===== config.mk =====
export PLATFORM = sky130hd
export DESIGN_NAME = datapath_flat
export DESIGN_NICKNAME = d
export VERILOG_FILES = /design/src/pdp8_pkg.sv /design/src/mem_if.sv /design/src/cpu_ctrl_if.sv /design/src/datapath.sv /design/src/flat_wrapper.sv
export SDC_FILE = /design/constraint.sdc
export NUM_CORES = 1
export LEC_CHECK = 0
export BUFFER_PORTS_ARGS = -buffer_cell sky130_fd_sc_hd__buf_2
export CAP_MARGIN = 10
export CORE_UTILIZATION = 45
export DETAILED_ROUTE_END_ITERATION = 12
export PLACE_DENSITY = 0.65
export SYNTH_ARGS = -nofsm -noshare
export SYNTH_HDL_FRONTEND = slang
export SYNTH_SLANG_ARGS = --single-unit

===== constraint.sdc =====
create_clock -name clock -period 2.9 [get_ports clock]
set_input_delay 0 -clock clock [delete_from_list [all_inputs] [get_ports clock]]
set_output_delay 0 -clock clock [all_outputs]
set_load 0.05 [all_outputs]

===== src/pdp8_pkg.sv =====
//**************************************************************************
// Word types, opcode and FSM state enums, register control selects
//**************************************************************************
package pdp8_pkg;

  typedef logic [11:0] word_t;
  typedef logic [11:0] addr_t;
  typedef logic [6:0]  page_offset_t;

  localparam word_t HLT_WORD = 12'o7402;

  typedef enum logic [2:0] {
    AND, TAD, ISZ, DCA, JMS, JMP, IOT, OPR
  } opcode_t;

  typedef enum logic [5:0] {
    REG_INIT, CPU_IDLE,
    SR_CHG_1, SR_CHG_2, SR_CHG_3,
    LD_PC, LD_AC,
    DEP_1, DEP_2, DEP_3,
    FETCH_1, FETCH_2, FETCH_3, FETCH_4,
    DECODE, CAL_EA,
    EA_IND_1, EA_IND_2, EA_IND_3,
    AND_1, AND_2, AND_3, AND_4,
    TAD_1, TAD_2, TAD_3, TAD_4,
    ISZ_1, ISZ_2, ISZ_3, ISZ_4, ISZ_5, ISZ_6, ISZ_7,
    DCA_1, DCA_2, DCA_3,
    JMS_1, JMS_2, JMS_3, JMS_4,
    JMP_1, IOT_1,
    MIC_1, MIC_2, MIC_3,
    HALT
  } ctrl_state_t;

  typedef enum logic [2:0] {
    AC_NC, AC_CLR, AC_SR, AC_AND, AC_TAD, AC_CMA, AC_IAC
  } ac_ctrl_t;

  typedef enum logic [1:0] {
    LK_NC, LK_CLR, LK_CML, LK_CARRY      // Carry complements the link
  } lk_ctrl_t;

  typedef enum logic [2:0] {
    PC_NC, PC_SR, PC_P1, PC_P2, PC_JMP
  } pc_ctrl_t;

  typedef enum logic [1:0] {
    EA_NC, EA_ZP, EA_PAGE, EA_IND
  } ea_ctrl_t;

  typedef enum logic [1:0] {
    MB_NC, MB_CLR, MB_RD, MB_INC
  } mb_ctrl_t;

  typedef enum logic [1:0] {
    AD_NC, AD_PC, AD_EA, AD_SR
  } ad_sel_t;

  typedef enum logic [2:0] {
    WD_NC, WD_SR, WD_AC, WD_MB, WD_PCP1
  } wd_sel_t;

endpackage


===== src/mem_if.sv =====
//**************************************************************************
// Core memory request/done interface
//**************************************************************************
`timescale 1ns/1ns

interface mem_if import pdp8_pkg::*; ();

  logic  req;       // One-cycle request strobe
  logic  write;
  addr_t addr;
  word_t wdata;
  word_t rdata;
  logic  done;      // One-cycle strobe, rdata valid here

  modport controller (
    output req, write,
    input  done
  );

  modport datapath (
    output addr, wdata,
    input  rdata, done
  );

  modport memory (
    input  req, write, addr, wdata,
    output rdata, done
  );

endinterface


===== src/cpu_ctrl_if.sv =====
//**************************************************************************
// Register control selects and decode status, controller to datapath
//**************************************************************************
`timescale 1ns/1ns

interface cpu_ctrl_if import pdp8_pkg::*; ();

  ac_ctrl_t ac_ctrl;
  lk_ctrl_t lk_ctrl;
  pc_ctrl_t pc_ctrl;
  logic     ir_load;
  ea_ctrl_t ea_ctrl;
  mb_ctrl_t mb_ctrl;
  ad_sel_t  ad_sel;
  wd_sel_t  wd_sel;

  word_t    ir;
  logic     mb_zero;     // Set when MB holds zero

  modport controller (
    output ac_ctrl, lk_ctrl, pc_ctrl, ir_load,
    output ea_ctrl, mb_ctrl, ad_sel, wd_sel,
    input  ir, mb_zero
  );

  modport datapath (
    input  ac_ctrl, lk_ctrl, pc_ctrl, ir_load,
    input  ea_ctrl, mb_ctrl, ad_sel, wd_sel,
    output ir, mb_zero
  );

endinterface


===== src/datapath.sv =====
//**************************************************************************
// Datapath registers, ALU, operate logic and front panel display
//**************************************************************************
`timescale 1ns/1ns

module datapath import pdp8_pkg::*; (
  input  logic        clock,
  input  logic        resetN,
  input  word_t       switch_reg,
  input  logic [1:0]  dispsel,
  cpu_ctrl_if.datapath ctrl,
  mem_if.datapath     mem,
  output word_t       display
);

  word_t        ac;
  logic         link;
  addr_t        pc;
  word_t        ir;
  addr_t        ea;
  word_t        mb;
  addr_t        addr_q;
  word_t        wdata_q;
  page_offset_t offset;
  word_t        addend;
  logic [12:0]  sum;

  assign offset       = ir[6:0];
  assign ctrl.ir      = ir;
  assign ctrl.mb_zero = (mb == '0);
  assign mem.addr     = addr_q;
  assign mem.wdata    = wdata_q;

  // One adder for TAD and IAC, bit 12 is the carry into the link
  assign addend = (ctrl.ac_ctrl == AC_IAC) ? word_t'(1) : mb;
  assign sum    = {1'b0, ac} + {1'b0, addend};

  always_ff @(posedge clock or negedge resetN) begin
    if (!resetN) begin
      ac <= '0;
    end else begin
      case (ctrl.ac_ctrl)
        AC_CLR:         ac <= '0;
        AC_SR:          ac <= switch_reg;
        AC_AND:         ac <= ac & mb;
        AC_TAD, AC_IAC: ac <= sum[11:0];
        AC_CMA:         ac <= ~ac;
        default:        ac <= ac;
      endcase
    end
  end

  always_ff @(posedge clock or negedge resetN) begin
    if (!resetN) begin
      link <= 1'b0;
    end else begin
      case (ctrl.lk_ctrl)
        LK_CLR:   link <= 1'b0;
        LK_CML:   link <= ~link;
        LK_CARRY: link <= link ^ sum[12];
        default:  link <= link;
      endcase
    end
  end

  always_ff @(posedge clock or negedge resetN) begin
    if (!resetN) begin
      pc <= '0;
    end else begin
      case (ctrl.pc_ctrl)
        PC_SR:   pc <= switch_reg;
        PC_P1:   pc <= pc + 12'd1;
        PC_P2:   pc <= pc + 12'd2;
        PC_JMP:  pc <= ea;
        default: pc <= pc;
      endcase
    end
  end

  always_ff @(posedge clock or negedge resetN) begin
    if (!resetN)           ir <= '0;
    else if (ctrl.ir_load) ir <= mb;      // MB holds the fetched word
  end

  always_ff @(posedge clock) begin
    case (ctrl.mb_ctrl)
      MB_CLR: mb <= '0;
      MB_RD:  if (mem.done) mb <= mem.rdata;
      MB_INC: mb <= mb + 12'd1;
      default: mb <= mb;
    endcase
  end

  always_ff @(posedge clock) begin
    case (ctrl.ea_ctrl)
      EA_ZP:   ea <= {5'b0, offset};
      EA_PAGE: ea <= {pc[11:7], offset};  // Page of the current instruction
      EA_IND:  if (mem.done) ea <= mem.rdata;
      default: ea <= ea;
    endcase
  end

  always_ff @(posedge clock) begin
    case (ctrl.ad_sel)
      AD_PC:   addr_q <= pc;
      AD_EA:   addr_q <= ea;
      AD_SR:   addr_q <= switch_reg;
      default: addr_q <= addr_q;
    endcase
  end

  always_ff @(posedge clock) begin
    case (ctrl.wd_sel)
      WD_SR:   wdata_q <= switch_reg;
      WD_AC:   wdata_q <= ac;
      WD_MB:   wdata_q <= mb;
      WD_PCP1: wdata_q <= pc + 12'd1;
      default: wdata_q <= wdata_q;
    endcase
  end

  always_ff @(posedge clock or negedge resetN) begin
    if (!resetN) begin
      display <= '0;
    end else begin
      case (dispsel)
        2'b00:   display <= pc;
        2'b01:   display <= ac;
        2'b10:   display <= {11'b0, link};
        default: display <= mb;
      endcase
    end
  end

  // IR only loads from a word that a fetch just brought into MB
  a_ir_after_fetch: assert property (@(posedge clock) disable iff (!resetN)
    ctrl.ir_load |-> $past(mem.done && (ctrl.mb_ctrl == MB_RD)))
    else $error("IR loaded without a completed fetch");

endmodule


===== src/flat_wrapper.sv =====
// flat-port wrapper written by rule: the top's interface ports become plain ports
module datapath_flat import pdp8_pkg::*;
  (clock, resetN, switch_reg, dispsel, display, ctrl_ac_ctrl, ctrl_lk_ctrl, ctrl_pc_ctrl, ctrl_ir_load, ctrl_ea_ctrl, ctrl_mb_ctrl, ctrl_ad_sel, ctrl_wd_sel, ctrl_ir, ctrl_mb_zero, mem_addr, mem_wdata, mem_rdata, mem_done);
  cpu_ctrl_if ctrl_i ();
  mem_if mem_i ();
  input  logic clock;
  input  logic resetN;
  input  word_t switch_reg;
  input  logic [1:0] dispsel;
  output word_t display;
  input wire logic [$bits(ctrl_i.ac_ctrl)-1:0] ctrl_ac_ctrl;
  input wire logic [$bits(ctrl_i.lk_ctrl)-1:0] ctrl_lk_ctrl;
  input wire logic [$bits(ctrl_i.pc_ctrl)-1:0] ctrl_pc_ctrl;
  input wire logic [$bits(ctrl_i.ir_load)-1:0] ctrl_ir_load;
  input wire logic [$bits(ctrl_i.ea_ctrl)-1:0] ctrl_ea_ctrl;
  input wire logic [$bits(ctrl_i.mb_ctrl)-1:0] ctrl_mb_ctrl;
  input wire logic [$bits(ctrl_i.ad_sel)-1:0] ctrl_ad_sel;
  input wire logic [$bits(ctrl_i.wd_sel)-1:0] ctrl_wd_sel;
  output wire logic [$bits(ctrl_i.ir)-1:0] ctrl_ir;
  output wire logic [$bits(ctrl_i.mb_zero)-1:0] ctrl_mb_zero;
  output wire logic [$bits(mem_i.addr)-1:0] mem_addr;
  output wire logic [$bits(mem_i.wdata)-1:0] mem_wdata;
  input wire logic [$bits(mem_i.rdata)-1:0] mem_rdata;
  input wire logic [$bits(mem_i.done)-1:0] mem_done;
  assign ctrl_i.ac_ctrl = ctrl_ac_ctrl;
  assign ctrl_i.lk_ctrl = ctrl_lk_ctrl;
  assign ctrl_i.pc_ctrl = ctrl_pc_ctrl;
  assign ctrl_i.ir_load = ctrl_ir_load;
  assign ctrl_i.ea_ctrl = ctrl_ea_ctrl;
  assign ctrl_i.mb_ctrl = ctrl_mb_ctrl;
  assign ctrl_i.ad_sel = ctrl_ad_sel;
  assign ctrl_i.wd_sel = ctrl_wd_sel;
  assign ctrl_ir = ctrl_i.ir;
  assign ctrl_mb_zero = ctrl_i.mb_zero;
  assign mem_addr = mem_i.addr;
  assign mem_wdata = mem_i.wdata;
  assign mem_i.rdata = mem_rdata;
  assign mem_i.done = mem_done;
  datapath u_core (.clock(clock), .resetN(resetN), .switch_reg(switch_reg), .dispsel(dispsel), .ctrl(ctrl_i), .mem(mem_i), .display(display));
endmodule

# --- Yosys cells after proc, flatten, opt, wreduce, memory -nomap -nowiden ---
# Index checks and enable logic that the tools add are counted.
word_totals:
  regBits: 97
classes:
  eq_ne: 30
  n_addsub: 4
  bitwise_logic: 4
  reduce_logical: 12
  mux: 10
op_table:
  columns: ["op", "count"]
  rows:
  - ["12-bit one-hot mux with 3 select lines", 4]
  - ["12-bit one-hot mux with 4 select lines", 2]
  - ["12-bit one-hot mux with 5 select lines", 1]
  - ["12-bit by 1-bit adder with 12-bit output (second input constant)", 2]
  - ["12-bit 2-to-1 mux", 2]
  - ["2-bit == test (second input constant)", 9]
  - ["3-bit by 2-bit == test with 1-bit output (second input constant)", 6]
  - ["3-bit == test (second input constant)", 5]
  - ["12-bit by 12-bit adder with 13-bit output", 1]
  - ["12-bit by 2-bit adder with 12-bit output (second input constant)", 1]
  - ["12-bit AND", 1]
  - ["12-bit zero test", 1]
  - ["12-bit inverter", 1]
  - ["3-bit nonzero test", 4]
  - ["2-bit by 1-bit == test with 1-bit output (second input constant)", 5]
  - ["3-bit by 1-bit == test with 1-bit output (second input constant)", 3]
  - ["4-bit nonzero test", 2]
  - ["5-bit nonzero test", 1]
  - ["2-bit != test (second input constant)", 2]
  - ["2-bit AND reduction", 2]
  - ["1-bit one-hot mux with 3 select lines", 1]
  - ["2-bit zero test", 1]
  - ["2-bit OR reduction", 1]
  - ["1-bit inverter", 1]
  - ["1-bit bitwise XOR", 1]

# --- Longest topological paths before layout ---
logic_depth:
  depth_word: 5
  mapped_depth: 13
  mapped_depth_nobuf: 10

# --- Worst setup path after synthesis ---
# No wires, ideal clock.
synth_path:
  path_type: "register to output"
  start: "register u_core.mb[0]"
  end: "output port ctrl_mb_zero"
  t_arrival_ns: 2.412
  path_stages_with_launch: 6
  slack_ns: 0.488
  cell_sequence: "edfxtp_1 inv_1 ha_1 nor4b_1 nand2_1 nor4_1"
synth_via:
  elab_chain_cells: 1
synth_lines:
  columns: ["element", "line", "rtl"]
  rows:
  - ["start, declared", "datapath.sv:21", "word_t mb;"]
  - ["start signal, assigned", "datapath.sv:88", "MB_RD: if (mem.done) mb <= mem.rdata;"]
  - ["start signal, assigned", "datapath.sv:89", "MB_INC: mb <= mb + 12'd1;"]
  - ["start signal, assigned", "datapath.sv:90", "default: mb <= mb;"]
  - ["12-bit zero test", "datapath.sv:30", "assign ctrl.mb_zero = (mb == '0);"]
  - ["end, declared", "flat_wrapper.sv:20", "output wire logic [$bits(ctrl_i.mb_zero)-1:0] ctrl_mb_zero;"]
# Every way passes these cells.

# --- Worst setup path after layout ---
layout_path:
  start: "register u_core.mb[0]"
  end: "register u_core.ac[8]"
layout_via:
  elab_chain_cells: 3
layout_lines:
  columns: ["element", "line", "rtl"]
  rows:
  - ["12-bit 2-to-1 mux", "datapath.sv:35", "assign addend = (ctrl.ac_ctrl == AC_IAC) ? word_t'(1) : mb;"]
  - ["12-bit by 12-bit adder with 13-bit output", "datapath.sv:36", "assign sum = {1'b0, ac} + {1'b0, addend};"]
  - ["12-bit one-hot mux with 5 select lines", "datapath.sv:42", "case (ctrl.ac_ctrl)"]
  - ["end signal, assigned", "datapath.sv:44", "AC_SR: ac <= switch_reg;"]
  - ["end signal, assigned", "datapath.sv:45", "AC_AND: ac <= ac & mb;"]
  - ["end signal, assigned", "datapath.sv:46", "AC_TAD, AC_IAC: ac <= sum[11:0];"]
  - ["end, declared", "datapath.sv:16", "word_t ac;"]
# Every way passes these cells.
# A chain may end at the register's enable or synchronous reset.

==> run metrics <==
outcome complete, no violations; worst-margin pin slew 0.9191 ns; Die Height approximately 120 um; 1st-pass router iterations 5; setup bufs post-CTS 0; Die Width between 100 and 150 um; Peak Freq 408.2 MHz; root buf cell clkbuf_16; initial antenna violation count 0; Critical Path AT 2.68 ns; Synth warnings 0; Gate Count Post-Synth 713; Bufs and invs on worst path 1; Antenna Violating Nets Remaining 0; initial core utilization 46.98%; CP delay by family, top compound AO/OA/AOI/OAI gates; worst hold path type input pin to flop; CP max-delay cell edfxtp_1; max incr delay on CP 0.54 ns; worst rel slew slack between 30% and 40%; CTS tree done; Setup violations, final 0; worst vdd rail ir drop between 0.0002 and 0.0003 V; Seq cells post-synth 97; WL final 20,400 um; CP startpoint kind flop; final hold vios 0; Bufs on Longest Clock Path 2; layout cell share with drive strength beyond 1 between 20 and 25%; Mapped Avg Cell Area just over 9 sq um; Post-synth ARST share 50.52%; most frequent cells in the layout buf_2, nor2_1, a21oi_1; hold_sp mem_rdata[9]; CP Class flop to flop; minimum clock period 2.450 ns; Ports 96; I/O Buffers 95; final number of max-transition violations 0; largest net degree at the start of global routing 35; fin nets 851; CP required 3.13 ns; skew final 0.01007 ns; Routed WL per cell 20.99 um; combinational fraction of design power between 30% and 40%; total track usage 27.94%; Psw 2027 uW; first-pass GRT wire length around 31,000 um; critical path endpoint category flop; overall power 4935 uW; RSZ-0062 raised after global routing no; Worst-Skew Late Latency 0.36 ns; total CTS buffers 9; # fillers 1,302; GR Overflow Total 0; placer congestion estimate 0.9361; final period utilization 84.48%; post_cts resized 0; htree depth 3; commonest non-fill, non-tap cell in the layout buf_2; Post-synth EDFFs 48; Via Count 6,069; Critical Path Source u_core.mb[0]; core region area 14,100 sq um; maxcap violations 0; Finished Layout Cells 972; hold_buf cts 10; Initial DRC Count 621; vias in the first global route 5,665; Worst Path Max Fanout 7; PwrDens 653.8 nW/um^2; ant diodes 0; setup TNS 0 ns; DP HPWL 14,680 um; Mapped Area 6623 sq um; Mapped Nets ~780; Synth Flop Type dfrtp_1; RR Startpoint u_core.mb[0]; clock share of power between 20% and 30%; drt via density about 6.2; P_leak 0.003085 uW; Inst Count DP 946; Synth cell types 67; sequential area share after synthesis 40.28%; Clock Pin Slew Worst Setup and Hold Paths 0.07 ns; Site Rows 43; CP cell instances inv_1, nand2_1, ha_1, fa_1, a21o_1, a311oi_1, o21bai_1, nand4b_1, o211ai_1; die footprint between 15,000 and 20,000 sq um; hold slack between 0.015 and 0.02 ns; clock sinks 97; Switching Fraction 41.07%; internal power 2908 uW; Layout area overhead 13.96%; DRC viols 0; Sequential Power Share 41.2%; Final Util 53.54%
[kinds of logic after synthesis]
kind of cell,after synthesis,synth area share (%)
DFF,97,40.28
and+or+nand+nor,228,17.00
adders and majority gates,17,3.325
muxes,68,10.90
xor gates and xnor gates,33,4.364
buffers and inverters,69,4.799
AOI/OAI and AO/OA,201,19.33
[path summary, 6_finish.rpt]
check | end | slack, ns | depth (start not counted)
worst max-delay path | u_core.ac[8] | 0.45 | 9
worst min-delay path | u_core.ea[9] | 0.02 | 3
worst max register to register | u_core.ac[8] | 0.45 | 9
worst min register to register | u_core.link | 0.50 | 1
max in group asynchronous | u_core.display[3] | 1.83 | 3
min in group asynchronous | u_core.ctrl.ir[8] | 0.28 | 2
[per-stage QoR]
| step | setup WS, ns | instance area, sq um |
|---|---|---|
| 2_1_floorplan | 0.4876 | 6623 |
| 3_3_place_gp | 0.4586 | 7167 |
| 3_5_place_dp | 0.3305 | 7167 |
| 4_1_cts | 0.4890 | 7547 |
| 5_1_grt | 0.3037 | 7547 |
| 6_report | 0.4502 | 7547 |
[flip-flops by register name, summed over array words and instances (netlist names)]
| name | cells |
|---|---|
| u_core.mb | 12 |
| u_core.ctrl.ir | 12 |
| u_core.ac | 12 |
| u_core.display | 12 |
| u_core.pc | 12 |
| u_core.link | 1 |
| u_core.mem.addr | 12 |
| u_core.ea | 12 |
| u_core.mem.wdata | 12 |
[final cells by class]
| type | count | area (sq um) | share of cell area (%) |
|---|---|---|---|
| timing repair buffer | 121 | 695.7 | 9.218 |
| sequential | 97 | 2668 | 35.34 |
| inverter | 11 | 41.29 | 0.5471 |
| clock buffer | 9 | 225.2 | 2.984 |
| clock inverter | 7 | 55.05 | 0.7294 |
| multi-input combinational | 547 | 3637 | 48.19 |
| tap | 180 | 225.2 | 2.984 |
[synth_stat cells, drive strengths merged, types with 2 or more instances]
cell type | n | area share, %
a211o | 2 | 0.26
a211oi | 13 | 1.5
a21o | 4 | 0.45
a21oi | 59 | 4.5
a221oi | 5 | 0.66
a311oi | 4 | 0.53
a31o | 2 | 0.26
a31oi | 6 | 0.57
a32oi | 4 | 0.53
and2 | 15 | 1.4
and3 | 5 | 0.49
buf | 27 | 2.4
clkbuf | 31 | 1.8
dfrtp | 49 | 19
edfxtp | 48 | 22
ha | 16 | 3.0
inv | 10 | 0.57
mux2 | 23 | 3.9
mux2i | 44 | 6.7
nand2 | 52 | 2.9
nand2b | 6 | 0.57
nand3 | 21 | 1.8
nand3b | 3 | 0.34
nand4 | 6 | 0.79
nor2 | 75 | 4.4
nor2b | 15 | 1.4
nor3 | 7 | 0.53
nor3b | 2 | 0.23
nor4 | 5 | 0.47
nor4b | 2 | 0.26
o2111ai | 2 | 0.26
o211ai | 13 | 1.5
o21ai | 44 | 3.3
o221ai | 5 | 0.66
o22a | 5 | 0.66
o22ai | 15 | 1.4
o31ai | 4 | 0.45
o32ai | 3 | 0.40
or2 | 3 | 0.28
or3 | 9 | 0.85
xnor2 | 19 | 2.5
xor2 | 14 | 1.9
[worst reg2reg max path, stage by stage (launching register included)]
cell      delay [ns]
edfxtp_1        0.54
inv_1           0.16
nand2_1         0.07
ha_1            0.21
fa_1            0.41
a21o_1          0.20
a311oi_1        0.34
o21bai_1        0.15
nand4b_1        0.12
o211ai_1        0.11
[routing by layer]
metal	vias to the layer above	wire [um]	track usage, %
li1	2790	-	-
met1	2885	8456	38.54
met2	325	9075	41.13
met3	69	1961	5.120
met4	0	908	15.74
met5	-	0	0
[power by group through the flow]
stage	logic, uW	registers [uW]	clock network, uW
floorplan	1030	2220	0
global placement	1690	2040	0
detailed placement	1720	2040	0
CTS	1740	2020	1170
global route	1900	2050	1220
finish	1750	2030	1150
(Power assumes the default switching activity.)
