--- config.mk ---
export PLATFORM = sky130hd
export DESIGN_NAME = controller_flat
export DESIGN_NICKNAME = d
export VERILOG_FILES = /design/src/pdp8_pkg.sv /design/src/mem_if.sv /design/src/cpu_ctrl_if.sv /design/src/controller.sv /design/src/flat_wrapper.sv
export SDC_FILE = /design/constraint.sdc
export NUM_CORES = 1
export LEC_CHECK = 0
export BUFFER_PORTS_ARGS = -buffer_cell sky130_fd_sc_hd__buf_4
export CORE_MARGIN = 2
export CORE_UTILIZATION = 29
export CTS_CLUSTER_SIZE = 28
export DETAILED_ROUTE_END_ITERATION = 7
export HOLD_SLACK_MARGIN = 0.1
export PLACE_DENSITY = 0.56
export SLEW_MARGIN = 20
export SYNTH_ARGS = -nofsm -noshare
export SYNTH_HDL_FRONTEND = slang
export SYNTH_SLANG_ARGS = --single-unit
--- constraint.sdc ---
create_clock -name clock -period 3.6 [get_ports clock]
set_input_delay 0.18 -clock clock [delete_from_list [all_inputs] [get_ports clock]]
set_output_delay 0.18 -clock clock [all_outputs]
set_load 0.01 [all_outputs]
--- src/pdp8_pkg.sv ---
//**************************************************************************
// Word types, opcode and FSM state enums, register control selects
//**************************************************************************
package pdp8_pkg;

  typedef logic [11:0] word_t;
  typedef logic [11:0] addr_t;
  typedef logic [6:0]  page_offset_t;

  localparam word_t HLT_WORD = 12'o7402;

  typedef enum logic [2:0] {
    AND, TAD, ISZ, DCA, JMS, JMP, IOT, OPR
  } opcode_t;

  typedef enum logic [5:0] {
    REG_INIT, CPU_IDLE,
    SR_CHG_1, SR_CHG_2, SR_CHG_3,
    LD_PC, LD_AC,
    DEP_1, DEP_2, DEP_3,
    FETCH_1, FETCH_2, FETCH_3, FETCH_4,
    DECODE, CAL_EA,
    EA_IND_1, EA_IND_2, EA_IND_3,
    AND_1, AND_2, AND_3, AND_4,
    TAD_1, TAD_2, TAD_3, TAD_4,
    ISZ_1, ISZ_2, ISZ_3, ISZ_4, ISZ_5, ISZ_6, ISZ_7,
    DCA_1, DCA_2, DCA_3,
    JMS_1, JMS_2, JMS_3, JMS_4,
    JMP_1, IOT_1,
    MIC_1, MIC_2, MIC_3,
    HALT
  } ctrl_state_t;

  typedef enum logic [2:0] {
    AC_NC, AC_CLR, AC_SR, AC_AND, AC_TAD, AC_CMA, AC_IAC
  } ac_ctrl_t;

  typedef enum logic [1:0] {
    LK_NC, LK_CLR, LK_CML, LK_CARRY      // Carry complements the link
  } lk_ctrl_t;

  typedef enum logic [2:0] {
    PC_NC, PC_SR, PC_P1, PC_P2, PC_JMP
  } pc_ctrl_t;

  typedef enum logic [1:0] {
    EA_NC, EA_ZP, EA_PAGE, EA_IND
  } ea_ctrl_t;

  typedef enum logic [1:0] {
    MB_NC, MB_CLR, MB_RD, MB_INC
  } mb_ctrl_t;

  typedef enum logic [1:0] {
    AD_NC, AD_PC, AD_EA, AD_SR
  } ad_sel_t;

  typedef enum logic [2:0] {
    WD_NC, WD_SR, WD_AC, WD_MB, WD_PCP1
  } wd_sel_t;

endpackage

--- src/mem_if.sv ---
//**************************************************************************
// Core memory request/done interface
//**************************************************************************
`timescale 1ns/1ns

interface mem_if import pdp8_pkg::*; ();

  logic  req;       // One-cycle request strobe
  logic  write;
  addr_t addr;
  word_t wdata;
  word_t rdata;
  logic  done;      // One-cycle strobe, rdata valid here

  modport controller (
    output req, write,
    input  done
  );

  modport datapath (
    output addr, wdata,
    input  rdata, done
  );

  modport memory (
    input  req, write, addr, wdata,
    output rdata, done
  );

endinterface

--- src/cpu_ctrl_if.sv ---
//**************************************************************************
// Register control selects and decode status, controller to datapath
//**************************************************************************
`timescale 1ns/1ns

interface cpu_ctrl_if import pdp8_pkg::*; ();

  ac_ctrl_t ac_ctrl;
  lk_ctrl_t lk_ctrl;
  pc_ctrl_t pc_ctrl;
  logic     ir_load;
  ea_ctrl_t ea_ctrl;
  mb_ctrl_t mb_ctrl;
  ad_sel_t  ad_sel;
  wd_sel_t  wd_sel;

  word_t    ir;
  logic     mb_zero;     // Set when MB holds zero

  modport controller (
    output ac_ctrl, lk_ctrl, pc_ctrl, ir_load,
    output ea_ctrl, mb_ctrl, ad_sel, wd_sel,
    input  ir, mb_zero
  );

  modport datapath (
    input  ac_ctrl, lk_ctrl, pc_ctrl, ir_load,
    input  ea_ctrl, mb_ctrl, ad_sel, wd_sel,
    output ir, mb_zero
  );

endinterface

--- src/controller.sv ---
//**************************************************************************
// Moore FSM for front panel commands and instruction cycles
//**************************************************************************
`timescale 1ns/1ns

module controller import pdp8_pkg::*; (
  input  logic clock,
  input  logic resetN,
  input  logic run,
  input  logic step,
  input  logic srchange,
  input  logic loadpc,
  input  logic loadac,
  input  logic deposit,
  cpu_ctrl_if.controller ctrl,
  mem_if.controller mem,
  output logic cpu_idle,
  output logic halted
);

  ctrl_state_t state, next_state;
  logic        running;
  logic        pending;
  opcode_t     opcode;

  assign opcode   = opcode_t'(ctrl.ir[11:9]);
  assign cpu_idle = (state == CPU_IDLE) && !running;

  // First execute state of a memory reference instruction
  function automatic ctrl_state_t exec_state(opcode_t op);
    ctrl_state_t s;
    case (op)
      AND:     s = AND_1;
      TAD:     s = TAD_1;
      ISZ:     s = ISZ_1;
      DCA:     s = DCA_1;
      JMS:     s = JMS_1;
      default: s = JMP_1;
    endcase
    return s;
  endfunction

  always_ff @(posedge clock or negedge resetN) begin
    if (!resetN) state <= REG_INIT;
    else         state <= next_state;
  end

  always_ff @(posedge clock or negedge resetN) begin
    if (!resetN) begin
      running <= 1'b0;
      halted  <= 1'b0;
    end else if (state == HALT) begin
      running <= 1'b0;
      halted  <= 1'b1;
    end else if (cpu_idle && (run || step)) begin
      running <= run;                     // Run wins over step
      halted  <= 1'b0;
    end
  end

  always_ff @(posedge clock or negedge resetN) begin
    if (!resetN)       pending <= 1'b0;
    else if (mem.req)  pending <= 1'b1;
    else if (mem.done) pending <= 1'b0;
  end

  always_comb begin
    next_state = state;
    case (state)
      REG_INIT: next_state = CPU_IDLE;
      CPU_IDLE: begin
        if (running)          next_state = FETCH_1;   // Keep going until HLT
        else if (run || step) next_state = FETCH_1;
        else if (srchange)    next_state = SR_CHG_1;
        else if (loadpc)      next_state = LD_PC;
        else if (loadac)      next_state = LD_AC;
        else if (deposit)     next_state = DEP_1;
      end
      SR_CHG_1: next_state = SR_CHG_2;
      SR_CHG_2: next_state = SR_CHG_3;
      SR_CHG_3: if (mem.done) next_state = CPU_IDLE;
      LD_PC:    next_state = CPU_IDLE;
      LD_AC:    next_state = CPU_IDLE;
      DEP_1:    next_state = DEP_2;
      DEP_2:    next_state = DEP_3;
      DEP_3:    if (mem.done) next_state = CPU_IDLE;
      FETCH_1:  next_state = FETCH_2;
      FETCH_2:  next_state = FETCH_3;
      FETCH_3:  if (mem.done) next_state = FETCH_4;
      FETCH_4:  next_state = DECODE;
      DECODE: begin
        if (ctrl.ir == HLT_WORD) next_state = HALT;
        else if (opcode == IOT)  next_state = IOT_1;
        else if (opcode == OPR)  next_state = MIC_1;
        else                     next_state = CAL_EA;
      end
      CAL_EA:   next_state = ctrl.ir[8] ? EA_IND_1 : exec_state(opcode);
      EA_IND_1: next_state = EA_IND_2;
      EA_IND_2: next_state = EA_IND_3;
      EA_IND_3: if (mem.done) next_state = exec_state(opcode);
      AND_1:    next_state = AND_2;
      AND_2:    next_state = AND_3;
      AND_3:    if (mem.done) next_state = AND_4;
      TAD_1:    next_state = TAD_2;
      TAD_2:    next_state = TAD_3;
      TAD_3:    if (mem.done) next_state = TAD_4;
      ISZ_1:    next_state = ISZ_2;
      ISZ_2:    next_state = ISZ_3;
      ISZ_3:    if (mem.done) next_state = ISZ_4;
      ISZ_4:    next_state = ISZ_5;
      ISZ_5:    next_state = ISZ_6;
      ISZ_6:    next_state = ISZ_7;
      ISZ_7:    if (mem.done) next_state = CPU_IDLE;
      DCA_1:    next_state = DCA_2;
      DCA_2:    next_state = DCA_3;
      DCA_3:    if (mem.done) next_state = CPU_IDLE;
      JMS_1:    next_state = JMS_2;
      JMS_2:    next_state = JMS_3;
      JMS_3:    if (mem.done) next_state = JMS_4;
      MIC_1:    next_state = MIC_2;
      MIC_2:    next_state = MIC_3;
      default:  next_state = CPU_IDLE;    // Last state of every sequence
    endcase
  end

  always_comb begin
    ctrl.ac_ctrl = AC_NC;
    ctrl.lk_ctrl = LK_NC;
    ctrl.pc_ctrl = PC_NC;
    ctrl.ir_load = 1'b0;
    ctrl.ea_ctrl = EA_NC;
    ctrl.mb_ctrl = MB_NC;
    ctrl.ad_sel  = AD_NC;
    ctrl.wd_sel  = WD_NC;
    mem.req      = 1'b0;
    mem.write    = 1'b0;
    case (state)
      REG_INIT: begin
        ctrl.ac_ctrl = AC_CLR;
        ctrl.lk_ctrl = LK_CLR;
        ctrl.mb_ctrl = MB_CLR;
      end
      SR_CHG_1: ctrl.ad_sel = AD_SR;
      LD_PC:    ctrl.pc_ctrl = PC_SR;
      LD_AC:    ctrl.ac_ctrl = AC_SR;
      DEP_1: begin
        ctrl.ad_sel = AD_PC;
        ctrl.wd_sel = WD_SR;
      end
      DEP_2: begin
        mem.req      = 1'b1;
        mem.write    = 1'b1;
        ctrl.pc_ctrl = PC_P1;             // Address already latched
      end
      FETCH_1:  ctrl.ad_sel = AD_PC;
      FETCH_4:  ctrl.ir_load = 1'b1;
      CAL_EA:   ctrl.ea_ctrl = ctrl.ir[7] ? EA_PAGE : EA_ZP;
      EA_IND_3: ctrl.ea_ctrl = EA_IND;
      SR_CHG_2, FETCH_2, EA_IND_2, AND_2, TAD_2, ISZ_2: mem.req = 1'b1;
      SR_CHG_3, FETCH_3, AND_3, TAD_3, ISZ_3:           ctrl.mb_ctrl = MB_RD;
      EA_IND_1, AND_1, TAD_1, ISZ_1:                    ctrl.ad_sel = AD_EA;
      AND_4: begin
        ctrl.ac_ctrl = AC_AND;
        ctrl.pc_ctrl = PC_P1;
      end
      TAD_4: begin
        ctrl.ac_ctrl = AC_TAD;
        ctrl.lk_ctrl = LK_CARRY;
        ctrl.pc_ctrl = PC_P1;
      end
      ISZ_4:    ctrl.mb_ctrl = MB_INC;
      ISZ_5: begin
        ctrl.wd_sel  = WD_MB;
        ctrl.pc_ctrl = ctrl.mb_zero ? PC_P2 : PC_P1;   // Skip on zero
      end
      ISZ_6, JMS_2, DCA_2: begin
        mem.req   = 1'b1;
        mem.write = 1'b1;
        if (state == JMS_2) ctrl.pc_ctrl = PC_JMP;
        if (state == DCA_2) begin
          ctrl.ac_ctrl = AC_CLR;
          ctrl.pc_ctrl = PC_P1;
        end
      end
      DCA_1: begin
        ctrl.ad_sel = AD_EA;
        ctrl.wd_sel = WD_AC;
      end
      JMS_1: begin
        ctrl.ad_sel = AD_EA;
        ctrl.wd_sel = WD_PCP1;            // Return address
      end
      JMS_4, IOT_1, HALT: ctrl.pc_ctrl = PC_P1;
      JMP_1:    ctrl.pc_ctrl = PC_JMP;
      MIC_1: if (!ctrl.ir[8]) begin
        if (ctrl.ir[7]) ctrl.ac_ctrl = AC_CLR;
        if (ctrl.ir[6]) ctrl.lk_ctrl = LK_CLR;
      end
      MIC_2: if (!ctrl.ir[8]) begin
        if (ctrl.ir[5]) ctrl.ac_ctrl = AC_CMA;
        if (ctrl.ir[4]) ctrl.lk_ctrl = LK_CML;
      end
      MIC_3: begin
        if (!ctrl.ir[8] && ctrl.ir[0]) begin
          ctrl.ac_ctrl = AC_IAC;
          ctrl.lk_ctrl = LK_CARRY;
        end
        ctrl.pc_ctrl = PC_P1;
      end
      default: ;
    endcase
  end

  // Only one memory access in flight at a time
  a_no_overlap: assert property (@(posedge clock) disable iff (!resetN)
    mem.req |-> !pending)
    else $error("Memory request issued while an access is outstanding");

endmodule

--- src/flat_wrapper.sv ---
// flat-port wrapper written by rule: the top's interface ports become plain ports
module controller_flat import pdp8_pkg::*;
  (clock, resetN, run, step, srchange, loadpc, loadac, deposit, cpu_idle, halted, ctrl_ac_ctrl, ctrl_lk_ctrl, ctrl_pc_ctrl, ctrl_ir_load, ctrl_ea_ctrl, ctrl_mb_ctrl, ctrl_ad_sel, ctrl_wd_sel, ctrl_ir, ctrl_mb_zero, mem_req, mem_write, mem_done);
  cpu_ctrl_if ctrl_i ();
  mem_if mem_i ();
  input  logic clock;
  input  logic resetN;
  input  logic run;
  input  logic step;
  input  logic srchange;
  input  logic loadpc;
  input  logic loadac;
  input  logic deposit;
  output logic cpu_idle;
  output logic halted;
  output wire logic [$bits(ctrl_i.ac_ctrl)-1:0] ctrl_ac_ctrl;
  output wire logic [$bits(ctrl_i.lk_ctrl)-1:0] ctrl_lk_ctrl;
  output wire logic [$bits(ctrl_i.pc_ctrl)-1:0] ctrl_pc_ctrl;
  output wire logic [$bits(ctrl_i.ir_load)-1:0] ctrl_ir_load;
  output wire logic [$bits(ctrl_i.ea_ctrl)-1:0] ctrl_ea_ctrl;
  output wire logic [$bits(ctrl_i.mb_ctrl)-1:0] ctrl_mb_ctrl;
  output wire logic [$bits(ctrl_i.ad_sel)-1:0] ctrl_ad_sel;
  output wire logic [$bits(ctrl_i.wd_sel)-1:0] ctrl_wd_sel;
  input wire logic [$bits(ctrl_i.ir)-1:0] ctrl_ir;
  input wire logic [$bits(ctrl_i.mb_zero)-1:0] ctrl_mb_zero;
  output wire logic [$bits(mem_i.req)-1:0] mem_req;
  output wire logic [$bits(mem_i.write)-1:0] mem_write;
  input wire logic [$bits(mem_i.done)-1:0] mem_done;
  assign ctrl_ac_ctrl = ctrl_i.ac_ctrl;
  assign ctrl_lk_ctrl = ctrl_i.lk_ctrl;
  assign ctrl_pc_ctrl = ctrl_i.pc_ctrl;
  assign ctrl_ir_load = ctrl_i.ir_load;
  assign ctrl_ea_ctrl = ctrl_i.ea_ctrl;
  assign ctrl_mb_ctrl = ctrl_i.mb_ctrl;
  assign ctrl_ad_sel = ctrl_i.ad_sel;
  assign ctrl_wd_sel = ctrl_i.wd_sel;
  assign ctrl_i.ir = ctrl_ir;
  assign ctrl_i.mb_zero = ctrl_mb_zero;
  assign mem_req = mem_i.req;
  assign mem_write = mem_i.write;
  assign mem_i.done = mem_done;
  controller u_core (.clock(clock), .resetN(resetN), .run(run), .step(step), .srchange(srchange), .loadpc(loadpc), .loadac(loadac), .deposit(deposit), .ctrl(ctrl_i), .mem(mem_i), .cpu_idle(cpu_idle), .halted(halted));
endmodule
Yosys cells after proc, flatten, opt, wreduce, memory -nomap -nowiden

Cells that the tools add are included.

Bits in registers: 8
Input bits: 22

Eq/ne operators: 61
Mux-type cells: 48
Reduce and logical (&&, ||, !) cells: 18

Operator list:

| operator                                               | count |
|---|---|
| one-hot mux 6 bit (34 select lines)                    | 1 |
| 2-to-1 mux 6 bit                                       | 17 |
| equality test 6 x 5 -> 1 bit (second input constant)   | 16 |
| equality test 6 bit (second input constant)            | 15 |
| equality test 6 x 4 -> 1 bit (second input constant)   | 8 |
| one-hot mux 6 bit (5 select lines)                     | 1 |
| equality test 6 x 3 -> 1 bit (second input constant)   | 4 |
| one-hot mux 3 bit (8 select lines)                     | 1 |
| 2-to-1 mux 3 bit                                       | 6 |
| one-hot mux 3 bit (5 select lines)                     | 1 |
| equality test 12 bit (second input constant)           | 1 |
| equality test 6 x 2 -> 1 bit (second input constant)   | 2 |
| inequality test 2 bit (second input constant)          | 6 |
| one-hot mux 2 bit (3 select lines)                     | 2 |
| one-hot mux 3 bit (4 select lines)                     | 1 |
| 2-to-1 mux 1 bit                                       | 11 |
| 2-to-1 mux 2 bit                                       | 5 |
| one-hot mux 2 bit (5 select lines)                     | 1 |
| OR reduction 10 bit                                    | 1 |
| equality test 3 bit (second input constant)            | 3 |
| AND reduction 8 bit                                    | 1 |
| OR reduction 4 bit                                     | 2 |
| inequality test 7 x 6 -> 1 bit (second input constant) | 1 |
| OR reduction 7 bit                                     | 1 |
| 15 further kinds                                       | 19 |

Longest topological paths before layout

Depth after elaboration: 7
Gate-level depth with buffers: 8
Gate-level depth less buffers: 5

Worst setup path after synthesis

OpenSTA, ideal clock, no wires.

Path type: register to register
From: reg u_core.state[1]
To: reg u_core.state[1]
Setup time: 0.125 ns
Arrival time: 1.828 ns
Setup slack: 1.646 ns
Stages on the path, launching flop included: 9
Buffers on the path: 3
Period minus slack after synthesis: 1.954 ns
Cell sequence: dfrtp_1 -> buf_4 -> nor2b_1 -> buf_4 -> nand4_1 -> or4_1 -> and3_4 -> buf_6 -> mux2_4

Word-level cells in the longest chain between the ends: 4
Elaborated cells between the ends (all ways): 48

Ends and longest elaborated chain:

| what                                                 | line             | text |
|---|---|---|
| from (decl)                                          | controller.sv:21 | `ctrl_state_t state, next_state;` |
| from (signal assigned)                               | controller.sv:45 | `else state <= next_state;` |
| equality test 6 x 3 -> 1 bit (tied with other cells) | controller.sv:69 | `case (state)` |
| OR reduction 4 bit (no line)                         | -                |  |
| inequality test 2 x 1 -> 1 bit (no line)             | -                |  |
| AND reduction 8 bit (no line)                        | -                |  |

Parallel ways exist; a longest one is shown, timed or not.
A chain may end at the register's enable or synchronous reset.

Final worst setup path

From: reg u_core.state[1]
To: reg u_core.state[2]

Same word-level chain as after synthesis.

==> impl_metrics.py <==
metrics = {
    "synth": {
        "yosys_register_bits": 8,
        "netlist_area_um2": 1670,
        "synthDistinctLibCells": 62,
        "yosysWarningCount": 0,
        "syn_nets": 260,
        "synth-seq-area-share_pct": 12.0,
        "synth_top_area_share_pct": 12.0,
        "post_synth.cell_area_avg_um2": 7.01,
        "async_reset_ff_share_pct": 100,
        "synth_edf_count": 0,
        "yosysMostFrequentCell": "nand2_1",
        "synthTopCellsByArea": "dfrtp_1 (12%), nand2_1 (5.0%), a21oi_1 (4.5%)",
        "synth_top_cells_by_count": "nand2_1 (22), nor2_1 (17), a21oi_1 (15), clkbuf_1 (12), o21ai_0 (11)",
        "synth_ff_type": "dfrtp_1",
        "yosysTopAreaCell": "dfrtp_1",
        "syn_inst": 238,
    },
    "timing": {
        "post-route-period-util_pct": 73.5,
        "period_needed_ns": 2.65,
        "rsz0062_at_grt": "false",
        "skew_ns": 0.00495,
        "setup_tns_ns": 0,
        "finalHoldViolCount": 0,
        "setup_viol": 0,
        "relSlewSlack_pct": 47.3,
        "worst_pin_slew_ns": 0.791,
        "max_freq_mhz": 378,
        "report.final.slew_viol_count": 0,
    },
    "worst_setup_path": {
        "critPathLaunchType": "flip-flop",
        "r2r_setup_slack_ns": 0.95,
        "r2r_start": "u_core.state[1]$_DFFE_PN0P_",
        "crit_path_max_fanout": 24,
        "required_ns": 3.70,
        "critPathArrivalTime_ns": 2.75,
        "endpoint_kind": "flip-flop",
        "reg2reg_to": "u_core.state[2]$_DFFE_PN0P_",
        "reg2reg_depth": 5,
        "critical_path_class": "reg2reg",
    },
    "clocking": {
        "cts.path.max_buffers": 2,
        "clock_latency_ns": 0.23,
        "clock_sinks": 8,
        "cts_buffers": 3,
        "root_buffer": "clkbuf_8",
        "cts.reportedPaths.clkPinSlew_ns": 0.04,
        "cts_max_level": 1,
        "cts_tree": "built",
    },
    "grt": {
        "grt_first_pass_wirelength_mm": 9.81,
        "grt_overflow": 0,
        "antenna_found_initial": 0,
        "grt_util_all_layers_pct": 19.3,
        "grt_max_degree": 25,
        "first_global_vias": 1841,
    },
    "hold_path": {
        "hold_end": "u_core.running$_DFFE_PN0P_",
        "hold_path_class": "in2reg",
        "hold_depth": 3,
        "hp-start": "run",
    },
    "die": {
        "die_w_um": 79.8,
        "core_um2": 5540,
        "io-pin-count": 44,
        "die_y_um": 79.8,
        "dieArea_um2": 6370,
        "floorplan.initialDensity_pct": 30.1,
        "num_rows": 27,
    },
    "routing": {
        "drt_wl_total_mm": 6.01,
        "post_drt_wl_per_cell_um": 17.7,
        "initialDrtViolationCount": 220,
        "drtAntennaViolNets": 0,
        "drt_pre_antenna_iters": 5,
        "num_vias": 2053,
        "via_per_inst": 6.04,
        "drc": 0,
    },
    "outcome": {
        "outcome": "finished, final reports clean",
    },
    "placement": {
        "numPortBuffers": 43,
        "routabilityCongestion": 0.894,
        "dp_hpwl_mm": 4.55,
        "dp_cells": 336,
    },
    "finish": {
        "fin_nets": 292,
        "diodes": 0,
        "drive_gt1_share_pct": 25.0,
        "areaGrowthSynthToFinish_pct": 24.1,
        "final_cells": 340,
        "n_fill_cell": 630,
    },
    "run": {
        "cap_violations": 0,
    },
    "power_and_ir_drop": {
        "p_leak_nw": 0.834,
        "ir_worst_vdd_uv": 348,
        "pwr_density_cell_nw_per_um2": 731,
    },
}
[power breakdown]
| part | internal [mW] | switching, mW | total [mW] |
|---|---|---|---|
| Sequential | 0.122 | 0.144 | 0.266 |
| Clock | 0.0724 | 0.0347 | 0.107 |
| Combinational | 0.504 | 0.635 | 1.14 |
[flip-flops by register name, summed over array words and instances, names as in the netlist]
| register | cells |
|---|---|
| u_core.state | 6 |
| u_core.halted | 1 |
| u_core.running | 1 |
[layout by cell type (no fill, tap or decap), types with 3 or more instances in the layout]
master    Yosys  final
nand3b_1      3      3
a311o_1       3      3
o21ai_0      11     11
a31oi_1       5      5
o21a_1        3      3
and2_1        3      3
nand3_1      10     10
nand2b_1      6      6
xnor2_1       3      3
nor3_1        7      7
mux2_4        4      4
o311ai_0      3      3
a21oi_1      15     15
or3_1         3      3
dfrtp_1       8      8
nor2b_1      10     10
nor2_1       17     17
a22oi_1       3      3
o22ai_1       6      6
nand2_1      22     22
o31ai_1       5      5
and3_1        7      7
buf_4         3     51
clkbuf_8      0      3
a21o_1        4      4
nand4_1       4      4
o211ai_1      3      3
[metal layers]
layer	GRT usage [%]	vias to the layer above	share of wire [%]
met4	1.86	0	0.90
met3	2.38	7	6.8
met5	0	-	0
met2	30.0	101	45
met1	29.3	973	47
li1	-	972	-
[worst max-delay path, stage by stage, from the launching register on]
cell and delay, ns:
dfrtp_1 0.67, nor2b_1 0.60, nand4_1 0.21, or4_1 0.50, and3_4 0.25, mux2_4 0.30
[cell type report]
class | instances | area [µm²] | share of cell area [%]
Sequential cell | 8 | 200 | 9.67
Clock buffer | 3 | 41.3 | 2.00
Timing Repair Buffer | 52 | 393 | 19.0
Tap cell | 72 | 90.1 | 4.35
Inverter | 5 | 18.8 | 0.907
Multi-Input combinational cell | 200 | 1330 | 64.1
[what timing repair did]
| action | CTS | global route |
|---|---|---|
| resized for setup | 0 | 0 |
| hold endpoints to repair | 8 | 0 |
| buffers inserted | 0 | 0 |
| hold buffers | 1 | 0 |
[worst max path at each step]
stage	from	endpoint	slack (ns)	cells past startpoint
4_1_cts	u_core.state[1]$_DFFE_PN0P_	u_core.state[2]$_DFFE_PN0P_	1.03	5
3_3_place_gp	u_core.state[1]$_DFFE_PN0P_	u_core.state[3]$_DFFE_PN0P_	1.16	5
2_1_floorplan	u_core.state[1]$_DFFE_PN0P_	u_core.state[1]$_DFFE_PN0P_	1.65	8
3_5_place_dp	u_core.state[1]$_DFFE_PN0P_	u_core.state[2]$_DFFE_PN0P_	1.04	5
6_report	u_core.state[1]$_DFFE_PN0P_	u_core.state[2]$_DFFE_PN0P_	0.95	5
5_1_grt	u_core.state[1]$_DFFE_PN0P_	u_core.state[2]$_DFFE_PN0P_	0.87	5
[stage by stage]
| stage | total power [mW] | area [µm²] | worst slack (ns) | utilization (%) | hold WS, ns |
|---|---|---|---|---|---|
| 2_1_floorplan | 1.05 | 1670 | 1.65 | - | -0.116 |
| 5_1_grt | 1.64 | 2070 | 0.875 | 37.4 | 0.325 |
| 3_5_place_dp | 1.38 | 2020 | 1.04 | 36.4 | 0.00122 |
| 6_report | 1.51 | 2070 | 0.954 | 37.4 | 0.293 |
| 4_1_cts | 1.49 | 2070 | 1.03 | 37.4 | 0.289 |
| 3_3_place_gp | 1.38 | 2020 | 1.16 | 36.4 | -0.000175 |
[logic make-up (layout without fill, tap and decap cells)]
kind of cell    count (synthesis)  after routing  share of synthesized area, %
compound gates                 84             84                          35.7
mux                             6              6                          5.55
simple gates                  105            105                          35.6
flops                           8              8                          12.0
xor+xnor                        5              5                          2.63
buf+inv                        30             60                          8.48
Power figures use the tool's default switching activity.
